--- src/hdl/eg_types_pkg.sv ---
// envelope phase enum, level, rate and rate configuration types, level constants
`default_nettype none

package eg_types_pkg;

	// phase codes, release sits at 7 so an idle slot reads all ones
	typedef enum logic [2:0] {
		ATTACK  = 3'd0,
		DECAY1  = 3'd1,
		DECAY2  = 3'd2,
		RELEASE = 3'd7
	} eg_phase_t;

	typedef logic [9:0] eg_level_t; // attenuation, 0 loudest, ~0.094 dB per lsb
	typedef logic [5:0] eg_rate_t;  // key scaled rate
	typedef logic [4:0] eg_cfg_t;   // rate before key scaling

	localparam eg_level_t EG_MAX = 10'h3ff; // silent

	// per slot register values, arrive at stage II
	typedef struct packed {
		logic [4:0] arate; // attack
		logic [4:0] rate1; // first decay
		logic [4:0] rate2; // second decay
		logic [3:0] rrate; // release
		logic [3:0] d1l;   // sustain level
	} eg_rates_t;

	// slot word flowing down the pipeline
	typedef struct packed {
		eg_phase_t phase;
		eg_level_t level;
		eg_cfg_t   cfg;
	} eg_slot_t;

	localparam eg_slot_t EG_SLOT_IDLE = '{phase: RELEASE, level: EG_MAX, cfg: 5'd0};

endpackage

`default_nettype wire

--- src/hdl/slot_timing_pkg.sv ---
// slot count, recirculation depths, envelope counter width and prescale
`default_nettype none

package slot_timing_pkg;

	localparam int NUM_SLOTS        = 24; // 6 channels x 4 operators
	localparam int PIPE_DEPTH       = 5;  // stages II to VII
	localparam int LEVEL_RING_DEPTH = 19; // VII back round to II

	localparam int EG_CNT_W = 15; // global envelope counter
	localparam int PRESCALE = 3;  // zero strobes per counter step

	// slot loop must close on itself
	// a mismatch makes both names share the value 0, which is illegal
	typedef enum int {
		RING_BASE  = 0,
		RING_CLOSE = (PIPE_DEPTH + LEVEL_RING_DEPTH == NUM_SLOTS) ? 1 : 0
	} ring_check_t;

endpackage

`default_nettype wire

--- src/hdl/eg_counter.sv ---
// global envelope counter and its divide by three prescaler
`timescale 1ns/10ps
`default_nettype none

module eg_counter import slot_timing_pkg::*; (
	input  logic                clk,
	input  logic                rst,
	input  logic                clk_en,
	input  logic                zero,    // slot 0 strobe
	output logic [EG_CNT_W-1:0] eg_cnt
);

	logic [$clog2(PRESCALE)-1:0] presc; // zero strobes seen since last step

	always_ff @(posedge clk) begin
		if (rst) begin
			presc  <= '0;
			eg_cnt <= '0;
		end else if (clk_en && zero) begin
			if (presc == PRESCALE - 1) begin // one full prescale period
				presc  <= '0;
				eg_cnt <= eg_cnt + 1'b1; // free running, wraps
			end else begin
				presc <= presc + 1'b1;
			end
		end
	end

	// prescaler stays inside its modulo range across every round
	a_presc_range: assert property (@(posedge clk) disable iff (rst)
		presc <= PRESCALE - 1);

endmodule

`default_nettype wire

--- src/hdl/eg_level.sv ---
// attack and decay level arithmetic with saturation
`timescale 1ns/10ps
`default_nettype none

module eg_level import eg_types_pkg::*; (
	input  logic      clk,
	input  logic      rst,
	input  logic      clk_en,
	input  eg_slot_t  slot_vi,
	input  eg_rate_t  rate_vi,
	input  logic      step_vi,
	input  logic      sum_up_vi,
	output eg_level_t level_vii,
	output eg_phase_t phase_vii
);

	logic [3:0]  dec_step; // 1 to 8 per update
	logic [10:0] dec_sum;  // one spare bit for saturation
	logic [8:0]  ar_sum0;
	logic [9:0]  ar_sum;
	eg_level_t   ar_result;
	logic        instant;

	// decay increment by rate group
	always_comb begin
		case (rate_vi[5:2])
			4'd12:   dec_step = {2'b0, step_vi, ~step_vi};
			4'd13:   dec_step = {1'b0, step_vi, ~step_vi, 1'b0};
			4'd14:   dec_step = {step_vi, ~step_vi, 2'b0};
			4'd15:   dec_step = 4'd8;
			default: dec_step = {2'b0, step_vi, 1'b0};
		endcase
		dec_sum = {1'b0, slot_vi.level} + {7'd0, dec_step};
	end

	// attack, exponential approach to 0
	always_comb begin
		case (rate_vi[5:2])
			4'd13:        ar_sum0 = {1'b0, slot_vi.level[9:3]} + 9'd1;
			4'd14, 4'd15: ar_sum0 = {1'b0, slot_vi.level[9:2]} + 9'd1;
			default:      ar_sum0 = {3'd0, slot_vi.level[9:4]} + 9'd1;
		endcase
		if (rate_vi[5:4] == 2'b11)
			ar_sum = step_vi ? {ar_sum0, 1'b0} : {1'b0, ar_sum0}; // doubled on step
		else
			ar_sum = step_vi ? {1'b0, ar_sum0} : 10'd0;
		ar_result = (ar_sum < slot_vi.level) ? slot_vi.level - ar_sum : '0; // floor at 0
		instant   = (slot_vi.phase == ATTACK) && (slot_vi.cfg == 5'd31);
	end

	always_ff @(posedge clk) begin
		if (rst) begin
			level_vii <= EG_MAX;
			phase_vii <= RELEASE;
		end else if (clk_en) begin
			phase_vii <= slot_vi.phase;
			if (instant)
				level_vii <= '0; // arate 31
			else if (slot_vi.phase == ATTACK) begin
				if (sum_up_vi && slot_vi.level != '0)
					level_vii <= (rate_vi[5:1] == 5'h1f) ? '0 : ar_result;
				else
					level_vii <= slot_vi.level;
			end else if (sum_up_vi)
				level_vii <= dec_sum[10] ? EG_MAX : dec_sum[9:0]; // saturate
			else
				level_vii <= slot_vi.level;
		end
	end

	// level fed in by the rate stages never grows while attacking
	a_attack_down: assert property (@(posedge clk) disable iff (rst)
		clk_en && slot_vi.phase == ATTACK |=> level_vii <= $past(slot_vi.level));

endmodule

`default_nettype wire

--- src/hdl/eg_output.sv ---
// total level addition, clamping and the output register
`timescale 1ns/10ps
`default_nettype none

module eg_output import eg_types_pkg::*; (
	input  logic       clk,
	input  logic       rst,
	input  logic       clk_en,
	input  eg_level_t  level_vii,
	input  logic [6:0] tl,       // total level, 0.75 dB steps
	output eg_level_t  eg_out    // stage VIII
);

	logic [10:0] tl_sum; // worst case 1023 + 1016 fits

	// tl lsb is 8 level lsbs
	assign tl_sum = {1'b0, level_vii} + {1'b0, tl, 3'b000};

	always_ff @(posedge clk) begin
		if (rst)
			eg_out <= EG_MAX;
		else if (clk_en)
			eg_out <= tl_sum[10] ? EG_MAX : tl_sum[9:0]; // clamp to silent
	end

endmodule

`default_nettype wire

--- src/hdl/eg_rate.sv ---
// key scaled rate, envelope counter bit selection and step decision
`timescale 1ns/10ps
`default_nettype none

module eg_rate import eg_types_pkg::*, slot_timing_pkg::*; (
	input  logic                clk,
	input  logic                rst,
	input  logic                clk_en,
	input  eg_slot_t            slot_iii,
	input  logic [4:0]          keycode, // stage III
	input  logic [1:0]          ks,      // key scale, stage III
	input  logic [EG_CNT_W-1:0] eg_cnt,
	output eg_slot_t            slot_vi,
	output eg_rate_t            rate_vi,
	output logic                step_vi,
	output logic                sum_up_vi // counter bit toggled since last round
);

	logic [6:0] pre_rate;
	eg_rate_t   rate_iii;
	eg_rate_t   rate_iv, rate_v;
	eg_slot_t   slot_iv, slot_v;
	logic [3:0] cnt_lsb;
	logic [2:0] cnt_v;
	logic [NUM_SLOTS-1:0] cnt_hist; // low counter bit, one round back
	logic [7:0] step_idx;
	logic       step_v;

	//////////////////////////////////////////////////
	// stage III, key scaling
	always_comb begin
		pre_rate = {1'b0, slot_iii.cfg, 1'b0} + 7'(keycode >> (2'd3 - ks));
		if (slot_iii.cfg == '0)
			rate_iii = '0; // rate 0 stays still whatever the key
		else
			rate_iii = pre_rate[6] ? 6'd63 : pre_rate[5:0]; // clamp
	end

	// stage IV, faster groups look at lower counter bits
	always_comb begin
		if (slot_iv.phase == ATTACK) // attack runs one bit lower
			cnt_lsb = (rate_iv[5:2] >= 4'd11) ? 4'd0 : 4'd11 - rate_iv[5:2];
		else
			cnt_lsb = (rate_iv[5:2] >= 4'd12) ? 4'd0 : 4'd12 - rate_iv[5:2];
	end

	//////////////////////////////////////////////////
	// stage V, step pattern
	always_comb begin
		if (rate_v[5:4] == 2'b11) begin
			if (rate_v[5:2] == 4'hf && slot_v.phase == ATTACK)
				step_idx = 8'b1111_1111; // 60 and up, attack every time
			else
				case (rate_v[1:0])
					2'd0:    step_idx = 8'b0000_0000;
					2'd1:    step_idx = 8'b1000_1000;
					2'd2:    step_idx = 8'b1010_1010;
					default: step_idx = 8'b1110_1110;
				endcase
		end else begin
			if (rate_v[5:2] == 4'd0 && slot_v.phase != ATTACK)
				step_idx = 8'b1111_1110; // slowest decay group, 7 of 8
			else
				case (rate_v[1:0])
					2'd0:    step_idx = 8'b1010_1010; // 4 of 8
					2'd1:    step_idx = 8'b1110_1010;
					2'd2:    step_idx = 8'b1110_1110;
					default: step_idx = 8'b1111_1110;
				endcase
		end
		step_v = (rate_v[5:1] == 5'd0) ? 1'b0 : step_idx[cnt_v]; // rate 0/1 frozen
	end

	always_ff @(posedge clk) begin
		if (rst) begin
			rate_iv   <= '0;
			slot_iv   <= EG_SLOT_IDLE;
			rate_v    <= '0;
			slot_v    <= EG_SLOT_IDLE;
			cnt_v     <= '0;
			cnt_hist  <= '0;
			rate_vi   <= '0;
			slot_vi   <= EG_SLOT_IDLE;
			step_vi   <= 1'b0;
			sum_up_vi <= 1'b0;
		end else if (clk_en) begin
			rate_iv   <= rate_iii; // III -> IV
			slot_iv   <= slot_iii;
			rate_v    <= rate_iv;  // IV -> V
			slot_v    <= slot_iv;
			cnt_v     <= 3'(eg_cnt >> cnt_lsb);
			cnt_hist  <= {cnt_hist[NUM_SLOTS-2:0], cnt_v[0]};
			rate_vi   <= rate_v;   // V -> VI
			slot_vi   <= slot_v;
			step_vi   <= step_v;
			sum_up_vi <= cnt_v[0] != cnt_hist[NUM_SLOTS-1];
		end
	end

endmodule

`default_nettype wire

--- src/hdl/eg_slot_state.sv ---
// key edge detection, phase selection, level/phase/key-on recirculation rings
`timescale 1ns/10ps
`default_nettype none

module eg_slot_state import eg_types_pkg::*, slot_timing_pkg::*; (
	input  logic      clk,
	input  logic      rst,
	input  logic      clk_en,
	input  logic      keyon,     // level, stage II
	input  eg_rates_t rates,     // stage II
	input  eg_level_t level_vii, // from level arithmetic
	input  eg_phase_t phase_vii,
	output eg_slot_t  slot_iii,
	output logic      pg_rst     // phase generator reset
);

	eg_level_t level_ring [LEVEL_RING_DEPTH];
	eg_phase_t phase_ring [LEVEL_RING_DEPTH];
	logic [NUM_SLOTS-1:0] keyon_hist; // one full round of key-on levels

	eg_level_t level_ii;
	eg_phase_t phase_ii;
	logic      keyon_last;
	logic      keyon_now;
	logic      keyoff_now;
	logic [4:0] d1_level;
	eg_slot_t  next_slot;
	logic      next_pg_rst;

	//////////////////////////////////////////////////
	// recirculation, VII back round to II
	always_ff @(posedge clk) begin
		if (rst) begin
			for (int i = 0; i < LEVEL_RING_DEPTH; i++) begin
				level_ring[i] <= EG_MAX; // every slot starts silent
				phase_ring[i] <= RELEASE;
			end
			keyon_hist <= '0;
		end else if (clk_en) begin
			level_ring[0] <= level_vii;
			phase_ring[0] <= phase_vii;
			for (int i = 1; i < LEVEL_RING_DEPTH; i++) begin
				level_ring[i] <= level_ring[i-1];
				phase_ring[i] <= phase_ring[i-1];
			end
			keyon_hist <= {keyon_hist[NUM_SLOTS-2:0], keyon};
		end
	end

	assign level_ii   = level_ring[LEVEL_RING_DEPTH-1];
	assign phase_ii   = phase_ring[LEVEL_RING_DEPTH-1];
	assign keyon_last = keyon_hist[NUM_SLOTS-1]; // same slot, previous round

	//////////////////////////////////////////////////
	// stage II phase selection
	always_comb begin
		keyon_now  = keyon & ~keyon_last;
		keyoff_now = ~keyon & keyon_last;
		d1_level   = (rates.d1l == 4'd15) ? 5'h1f : {1'b0, rates.d1l}; // 15 means bottom
		next_slot.level = level_ii; // level itself only changes at VI
		next_pg_rst     = keyon_now || (level_ii == EG_MAX);
		if (keyoff_now) begin
			next_slot.phase = RELEASE;
			next_slot.cfg   = {rates.rrate, 1'b1}; // release rate is 4 bits, odd
		end else if (keyon_now) begin
			next_slot.phase = ATTACK;
			next_slot.cfg   = rates.arate; // 31 here means instant attack
		end else begin
			unique case (phase_ii)
				ATTACK: begin
					if (level_ii == '0) begin // peak reached
						next_slot.phase = DECAY1;
						next_slot.cfg   = rates.rate1;
					end else begin
						next_slot.phase = ATTACK;
						next_slot.cfg   = rates.arate;
					end
				end
				DECAY1: begin
					if (level_ii[9:5] >= d1_level) begin // sustain level hit
						next_slot.phase = DECAY2;
						next_slot.cfg   = rates.rate2;
					end else begin
						next_slot.phase = DECAY1;
						next_slot.cfg   = rates.rate1;
					end
				end
				DECAY2: begin
					next_slot.phase = DECAY2;
					next_slot.cfg   = rates.rate2;
				end
				default: begin // release, holds until next key-on
					next_slot.phase = RELEASE;
					next_slot.cfg   = {rates.rrate, 1'b1};
				end
			endcase
		end
	end

	always_ff @(posedge clk) begin
		if (rst) begin
			slot_iii <= EG_SLOT_IDLE;
			pg_rst   <= 1'b0;
		end else if (clk_en) begin
			slot_iii <= next_slot;
			pg_rst   <= next_pg_rst;
		end
	end

	// whatever the level stage writes must come back as a legal phase
	a_phase_legal: assert property (@(posedge clk) disable iff (rst)
		phase_ii inside {ATTACK, DECAY1, DECAY2, RELEASE});

endmodule

`default_nettype wire

--- src/hdl/eg_top.sv ---
// envelope generator top, counter, slot state, rate, level and output stages
`timescale 1ns/10ps
`default_nettype none

module eg_top import eg_types_pkg::*, slot_timing_pkg::*; (
	input  logic       clk,
	input  logic       rst,
	input  logic       clk_en,
	input  logic       zero,    // slot 0 marker
	input  logic       keyon,   // stage II
	input  eg_rates_t  rates,   // stage II
	input  logic [4:0] keycode, // stage III
	input  logic [1:0] ks,      // stage III
	input  logic [6:0] tl,      // stage VII
	output eg_level_t  eg_out,  // stage VIII
	output logic       pg_rst
);

	logic [EG_CNT_W-1:0] eg_cnt;
	eg_slot_t  slot_iii, slot_vi;
	eg_rate_t  rate_vi;
	logic      step_vi, sum_up_vi;
	eg_level_t level_vii;
	eg_phase_t phase_vii;

	//////////////////////////////////////////////////
	// input side
	eg_counter u_counter (
		.clk(clk), .rst(rst), .clk_en(clk_en), .zero(zero),
		.eg_cnt(eg_cnt)
	);

	eg_slot_state u_slot_state (
		.clk(clk), .rst(rst), .clk_en(clk_en),
		.keyon(keyon), .rates(rates),
		.level_vii(level_vii), .phase_vii(phase_vii), // loop back from VII
		.slot_iii(slot_iii), .pg_rst(pg_rst)
	);

	//////////////////////////////////////////////////
	// processing, III to VII
	eg_rate u_rate (
		.clk(clk), .rst(rst), .clk_en(clk_en),
		.slot_iii(slot_iii), .keycode(keycode), .ks(ks), .eg_cnt(eg_cnt),
		.slot_vi(slot_vi), .rate_vi(rate_vi),
		.step_vi(step_vi), .sum_up_vi(sum_up_vi)
	);

	eg_level u_level (
		.clk(clk), .rst(rst), .clk_en(clk_en),
		.slot_vi(slot_vi), .rate_vi(rate_vi),
		.step_vi(step_vi), .sum_up_vi(sum_up_vi),
		.level_vii(level_vii), .phase_vii(phase_vii)
	);

	// output side
	eg_output u_output (
		.clk(clk), .rst(rst), .clk_en(clk_en),
		.level_vii(level_vii), .tl(tl),
		.eg_out(eg_out)
	);

endmodule

`default_nettype wire

--- config.mk ---
export PLATFORM = sky130hd
export DESIGN_NAME = eg_top
export DESIGN_NICKNAME = d
export VERILOG_FILES = /design/src/hdl/eg_types_pkg.sv /design/src/hdl/slot_timing_pkg.sv /design/src/hdl/eg_counter.sv /design/src/hdl/eg_level.sv /design/src/hdl/eg_output.sv /design/src/hdl/eg_rate.sv /design/src/hdl/eg_slot_state.sv /design/src/hdl/eg_top.sv
export SDC_FILE = /design/constraint.sdc
export NUM_CORES = 1
export LEC_CHECK = 0
export ABC_AREA = 0
export BUFFER_PORTS_ARGS = -buffer_cell sky130_fd_sc_hd__buf_2
export CORE_MARGIN = 5
export CORE_UTILIZATION = 55
export CTS_BUF_LIST = sky130_fd_sc_hd__clkbuf_4 sky130_fd_sc_hd__clkbuf_8
export CTS_CLUSTER_DIAMETER = 80
export DETAILED_ROUTE_END_ITERATION = 8
export PLACE_DENSITY = 0.84
export REMOVE_ABC_BUFFERS = 1
export SLEW_MARGIN = 0
export SYNTH_ARGS = -nofsm -noshare
export SYNTH_HDL_FRONTEND = slang
export SYNTH_SLANG_ARGS = --single-unit
--- constraint.sdc ---
create_clock -name clk -period 10.7 [get_ports clk]
set_input_delay 2.14 -clock clk [delete_from_list [all_inputs] [get_ports clk]]
set_output_delay 2.14 -clock clk [all_outputs]
set_load 0.05 [all_outputs]
# Word level (Yosys, flattened, before mapping)

Memories as Yosys holds them, arrays and structs flattened.
Cells that the tools add are included.

Memory bits (writable): 247
Flip-flop bits (word level): 184
Logic and storage cells: 207
Input port bits: 42
Memories: 2
Output and inout bits: 11

Memory list:

| memory                  | depth | width | read ports | clocked after Yosys merged registers in | write ports | RTL line            | source |
|---|---|---|---|---|---|---|---|
| u_slot_state.level_ring | 19    | 10    | 19         | 0                                       | 19          | eg_slot_state.sv:17 | `eg_level_t level_ring [LEVEL_RING_DEPTH];` |
| u_slot_state.phase_ring | 19    | 3     | 19         | 0                                       | 19          | eg_slot_state.sv:18 | `eg_phase_t phase_ring [LEVEL_RING_DEPTH];` |

Add/sub/neg operators: 12
Magnitude comparators: 5
Bitwise logic cells: 43
Shifts and indexed selects: 2
Muxes and demuxes: 81
Reduce and logical (&&, ||, !) cells: 19
Equality and inequality tests: 17

Operators with widths:

| cell                                                             | count |
|---|---|
| 10-bit 2-to-1 mux                                                | 29 |
| 3-bit 2-to-1 mux                                                 | 21 |
| 1-bit OR                                                         | 38 |
| 5-bit 2-to-1 mux                                                 | 5 |
| 4-bit == test (second input constant)                            | 6 |
| 8-bit 2-to-1 mux                                                 | 3 |
| 8-bit one-hot mux with 3 select lines                            | 1 |
| 7-bit one-hot mux with 3 select lines                            | 1 |
| 9-bit one-hot mux with 2 select lines                            | 1 |
| 4-bit one-hot mux with 4 select lines                            | 1 |
| 15-bit by 1-bit adder with 15-bit output (second input constant) | 1 |
| 5-bit one-hot mux with 3 select lines                            | 1 |
| 15-bit by 4-bit right shift with 3-bit output                    | 1 |
| 3-bit zero test                                                  | 4 |
| 4-bit 2-to-1 mux                                                 | 3 |
| 6-bit 2-to-1 mux                                                 | 2 |
| 10-bit by 10-bit adder with 11-bit output                        | 1 |
| 10-bit by 4-bit adder with 11-bit output                         | 1 |
| 10-bit == test (second input constant)                           | 1 |
| 5-bit == test (second input constant)                            | 2 |
| 10-bit zero test                                                 | 1 |
| 5-bit zero test                                                  | 2 |
| 10-bit less-than comparator                                      | 1 |
| 10-bit nonzero test                                              | 1 |
| other kinds (31)                                                 | 51 |

# Logic depth before layout (Yosys ltp)

Depth in word-level cells: 11
Mapped depth: 16
Depth with buffers taken out: 15

# By module

A second synthesis with hierarchy kept.

Cells, all modules: 1,694
Area, all modules: 19,367.3 um^2

By module, submodules not included:

| module        | seq. area each (um^2) | times used | area an instance (um^2) | cells an instance |
|---|---|---|---|---|
| eg_slot_state | 8,277.9               | 1          | 11,175.7                | 753 |
| eg_rate       | 2,021.9               | 1          | 4,525.6                 | 474 |
| eg_level      | 260.2                 | 1          | 2,254.7                 | 305 |
| eg_counter    | 340.3                 | 1          | 760.7                   | 91 |
| eg_output     | 200.2                 | 1          | 650.6                   | 71 |

# Worst setup path before layout

Ideal clock, no wire load.

Path kind: input to register
From: input port rst
To: memory u_slot_state.level_ring[0][0] (netlist bit), enable pin
Data arrival time: 9,517 ps
Path buffers: 2
Path slack: 475 ps
Required time: 9,992 ps
Setup time: 708 ps
Stages: 4
Cell sequence: clkbuf_1 -> nor2_1 -> inv_1 -> clkbuf_1

RTL lines:

| element         | RTL line            | source |
|---|---|---|
| start, declared | eg_top.sv:7         | `input logic rst,` |
| end, declared   | eg_slot_state.sv:17 |  |

==> flow_metrics.env <==
export IMPL_postRouteAntennaNets=0
export IMPL_place_hpwl_microns=21800
export IMPL_crit_top_cell="nor2_1"
export IMPL_cts_tree="built"
export IMPL_hold_viol=0
export IMPL_synth_seq_cells=430
export IMPL_post_route_min_period_ns=4.69
export IMPL_synth_area_sq_um=18700
export IMPL_tightest_slew_ns=1.12
export IMPL_setup_viol=0
export IMPL_synth_avg_cell_area_sq_um=11.5
export IMPL_post_route_util_pct=61.4
export IMPL_wirelength_microns=35600
export IMPL_cp_slowest_cell="inv_8"
export IMPL_cp_end_kind="register"
export IMPL_finalClockSkew_ns=0.0281
export IMPL_critPathArrivalTime_ns=5.15
export IMPL_post_cts_resized=0
export IMPL_period_share_pct=43.8
export IMPL_setup_tns_ns=0
export IMPL_hold_depth=1
export IMPL_path_class="input port to register"
export IMPL_required_ns=11.16
export IMPL_max_freq_ghz=0.213
export IMPL_die_h_microns=194
export IMPL_cp_slowest_stage_delay_ns=0.77
export IMPL_die_width_microns=194
export IMPL_vias_per_cell=5.79
export IMPL_yosys_most_used_dff="edfxtp_1"
export IMPL_grt_pass1_vias=12000
export IMPL_hold_buffers=0
export IMPL_final_cells=2151
export IMPL_clk_latency_ns=0.58
export IMPL_cap_violations=0
export IMPL_max_slew_margin_rel_pct=24.7
export IMPL_drc_errors=0
export IMPL_timing_rr_start="u_rate.slot_vi[9]"
export IMPL_synth_edf_count=247
export IMPL_grt_first_pass_wirelength_microns=58800
export IMPL_port_buffers=52
export IMPL_status="completed"
export IMPL_cts_inserted_buffers=68
export IMPL_drive_above_1_share_pct=11.6
export IMPL_min_path_type="register to register"
export IMPL_overflow=0
export IMPL_critPathLaunchType="input port"
export IMPL_synth_cells=1632
export IMPL_num_rows=67
export IMPL_firstDrtPassIters=5
export IMPL_grt_max_degree=149
export IMPL_peakVddDrop_v=0.000107
export IMPL_seq_area_frac_synth_pct=59.2
export IMPL_fin_nets=1736
export IMPL_rr_worst_depth=12
export IMPL_power_leakage_nw=6.84
export IMPL_core_area_sq_um=33500
export IMPL_io_pin_count=53
export IMPL_powerDensity_nw_per_um2=165
export IMPL_cts_sinks=430
export IMPL_slew_violations=0
export IMPL_ys_types=68
export IMPL_yosysWarnings=0
export IMPL_place_congestion=0.902
export IMPL_critical_path_startpoint="rst"
export IMPL_grt_setup_unrepaired="false"
export IMPL_die_area_sq_um=37800
export IMPL_clock_path_buffers=3
export IMPL_antenna_found_initial=0
export IMPL_h_tree_depth=3
export IMPL_cts_setup_buffers=0
export IMPL_initial_core_util_pct=55.8
export IMPL_clk_pin_slew_ns=0.06
export IMPL_area_growth_pct=10.1
export IMPL_drt_iter0_markers=1101
export IMPL_ys_async_sr_fraction_pct=0
export IMPL_post_drt_wl_per_cell_microns=16.6
export IMPL_min_delay_start="u_rate.rate_iv[0]"
export IMPL_placed_cells=2029
export IMPL_crit_fanout=148
export IMPL_vias=12500
export IMPL_cts_root_buf="clkbuf_8"
export IMPL_antenna_cells=0
export IMPL_crit_chain="clkbuf_8 > nor2_1 > inv_8 > buf_4 > nor2_1 > a211oi_1"
export IMPL_grtUsageTotal_pct=18.3
report_power, final:
part / internal, mW / leakage, nW / switching (mW) / total, mW
Clock: 0.805 / 0.747 / 0.622 / 1.43
Sequential: 1.76 / 3.30 / 0.0194 / 1.78
Combinational: 0.0672 / 2.79 / 0.137 / 0.204
sequential cells by signal, indices dropped and copies added (netlist names), 2 cells and up:
register	flops
u_rate.rate_v	6
u_output.eg_out	10
u_counter.presc	2
u_rate.rate_iv	6
u_counter.eg_cnt	15
u_slot_state.phase_ring	57
u_rate.rate_vi	5
u_rate.cnt_v	3
u_rate.slot_vi	18
u_rate.slot_v	18
u_level.phase_vii	3
u_rate.slot_iv	18
u_slot_state.keyon_hist	24
u_slot_state.level_ring	190
u_slot_state.slot_iii	18
u_level.level_vii	10
u_rate.cnt_hist	24
routing by layer:
layer	wire [microns]	vias to the layer above	track usage, %
met5	0	-	0
met4	912	0	6.67
met3	2320	81	4.35
met2	16300	374	28.4
met1	16100	5981	25.3
li1	-	6015	-
path summary, 6_finish.rpt:
check / slack (ns) / end
worst max-delay path: 6.01 / u_level.level_vii[3]
worst min-delay path: 0.46 / u_rate.rate_iv[0]
worst max register to register: 6.07 / u_level.level_vii[7]
worst min register to register: 0.46 / u_rate.rate_iv[0]
cell usage after synthesis (all sizes together), types with 15 or more instances:
library cell	count	area (sq um)
xnor2	19	166
a21o	19	143
xor2	25	219
dfxtp	183	3660
nand3	22	110
or3	239	1500
clkbuf	94	353
inv	39	146
buf	16	68.8
ha	39	488
edfxtp	247	7420
a21oi	57	285
o21ai	35	175
or2	16	100
nor2	143	537
mux2i	142	1430
o211ai	15	113
nand2	109	409
cell families after synthesis:
family | Yosys count | share of synthesized area (%)
simple gates | 598 | 16.6
flops | 430 | 59.2
compound gates | 222 | 8.21
buf+inv | 149 | 3.04
mux | 145 | 7.80
xor+xnor | 44 | 2.06
fa+ha+maj | 44 | 3.09
cells in the final DEF (no fill, tap or decap), types with 4 or more instances in the layout:
cell      instances
a211oi_1          9
a21o_1           19
a21oi_1          57
a221o_1           5
a221oi_1          9
a31oi_1           8
and3_1           12
buf_2            50
buf_4             7
clkbuf_4         21
clkbuf_8         77
clkinv_1         14
dfxtp_1         183
edfxtp_1        247
fa_1              4
ha_1             39
inv_1            35
mux2i_1         141
nand2_1         109
nand2b_1          6
nand3_1          22
nand4_1          12
nor2_1          143
nor2b_1          10
nor3_1           11
o211ai_1         15
o21a_1            5
o21ai_0          32
o21bai_1          4
o221ai_1         10
o22a_1            5
o22ai_1           8
o311ai_0          4
o31ai_1           8
or2_2            16
or3_1           239
xnor2_1          19
xor2_1           25
worst max-delay path: cells and delay by family:
kind                   cells  cell delay (ns)
AO/OA/AOI/OAI              1             0.24
buffers and inverters      3             1.99
AND/OR/NAND/NOR            2             0.55
final cells by class:
| cell class | instances | area (sq um) |
|---|---|---|
| inverters | 39 | 156 |
| clock inverters | 25 | 216 |
| multi-input cells | 1053 | 7060 |
| fillers | 2561 | 12900 |
| well taps | 448 | 561 |
| repair buffers | 59 | 328 |
| flip-flops and latches | 430 | 11100 |
| clock buffers | 97 | 1200 |
metrics by stage:
step	hold WS, ns	instance area, sq um	worst slack [ns]	power [mW]
6_report	0.462	20600	6.01	3.41
5_1_grt	0.488	20600	5.75	3.55
4_1_cts	0.464	20600	6.07	3.44
3_5_place_dp	0.449	19200	5.46	2.01
3_3_place_gp	0.440	19200	5.57	2.01
2_1_floorplan	0.425	18300	2.78	1.94
Note: power is estimated with default switching activity, not from simulation.
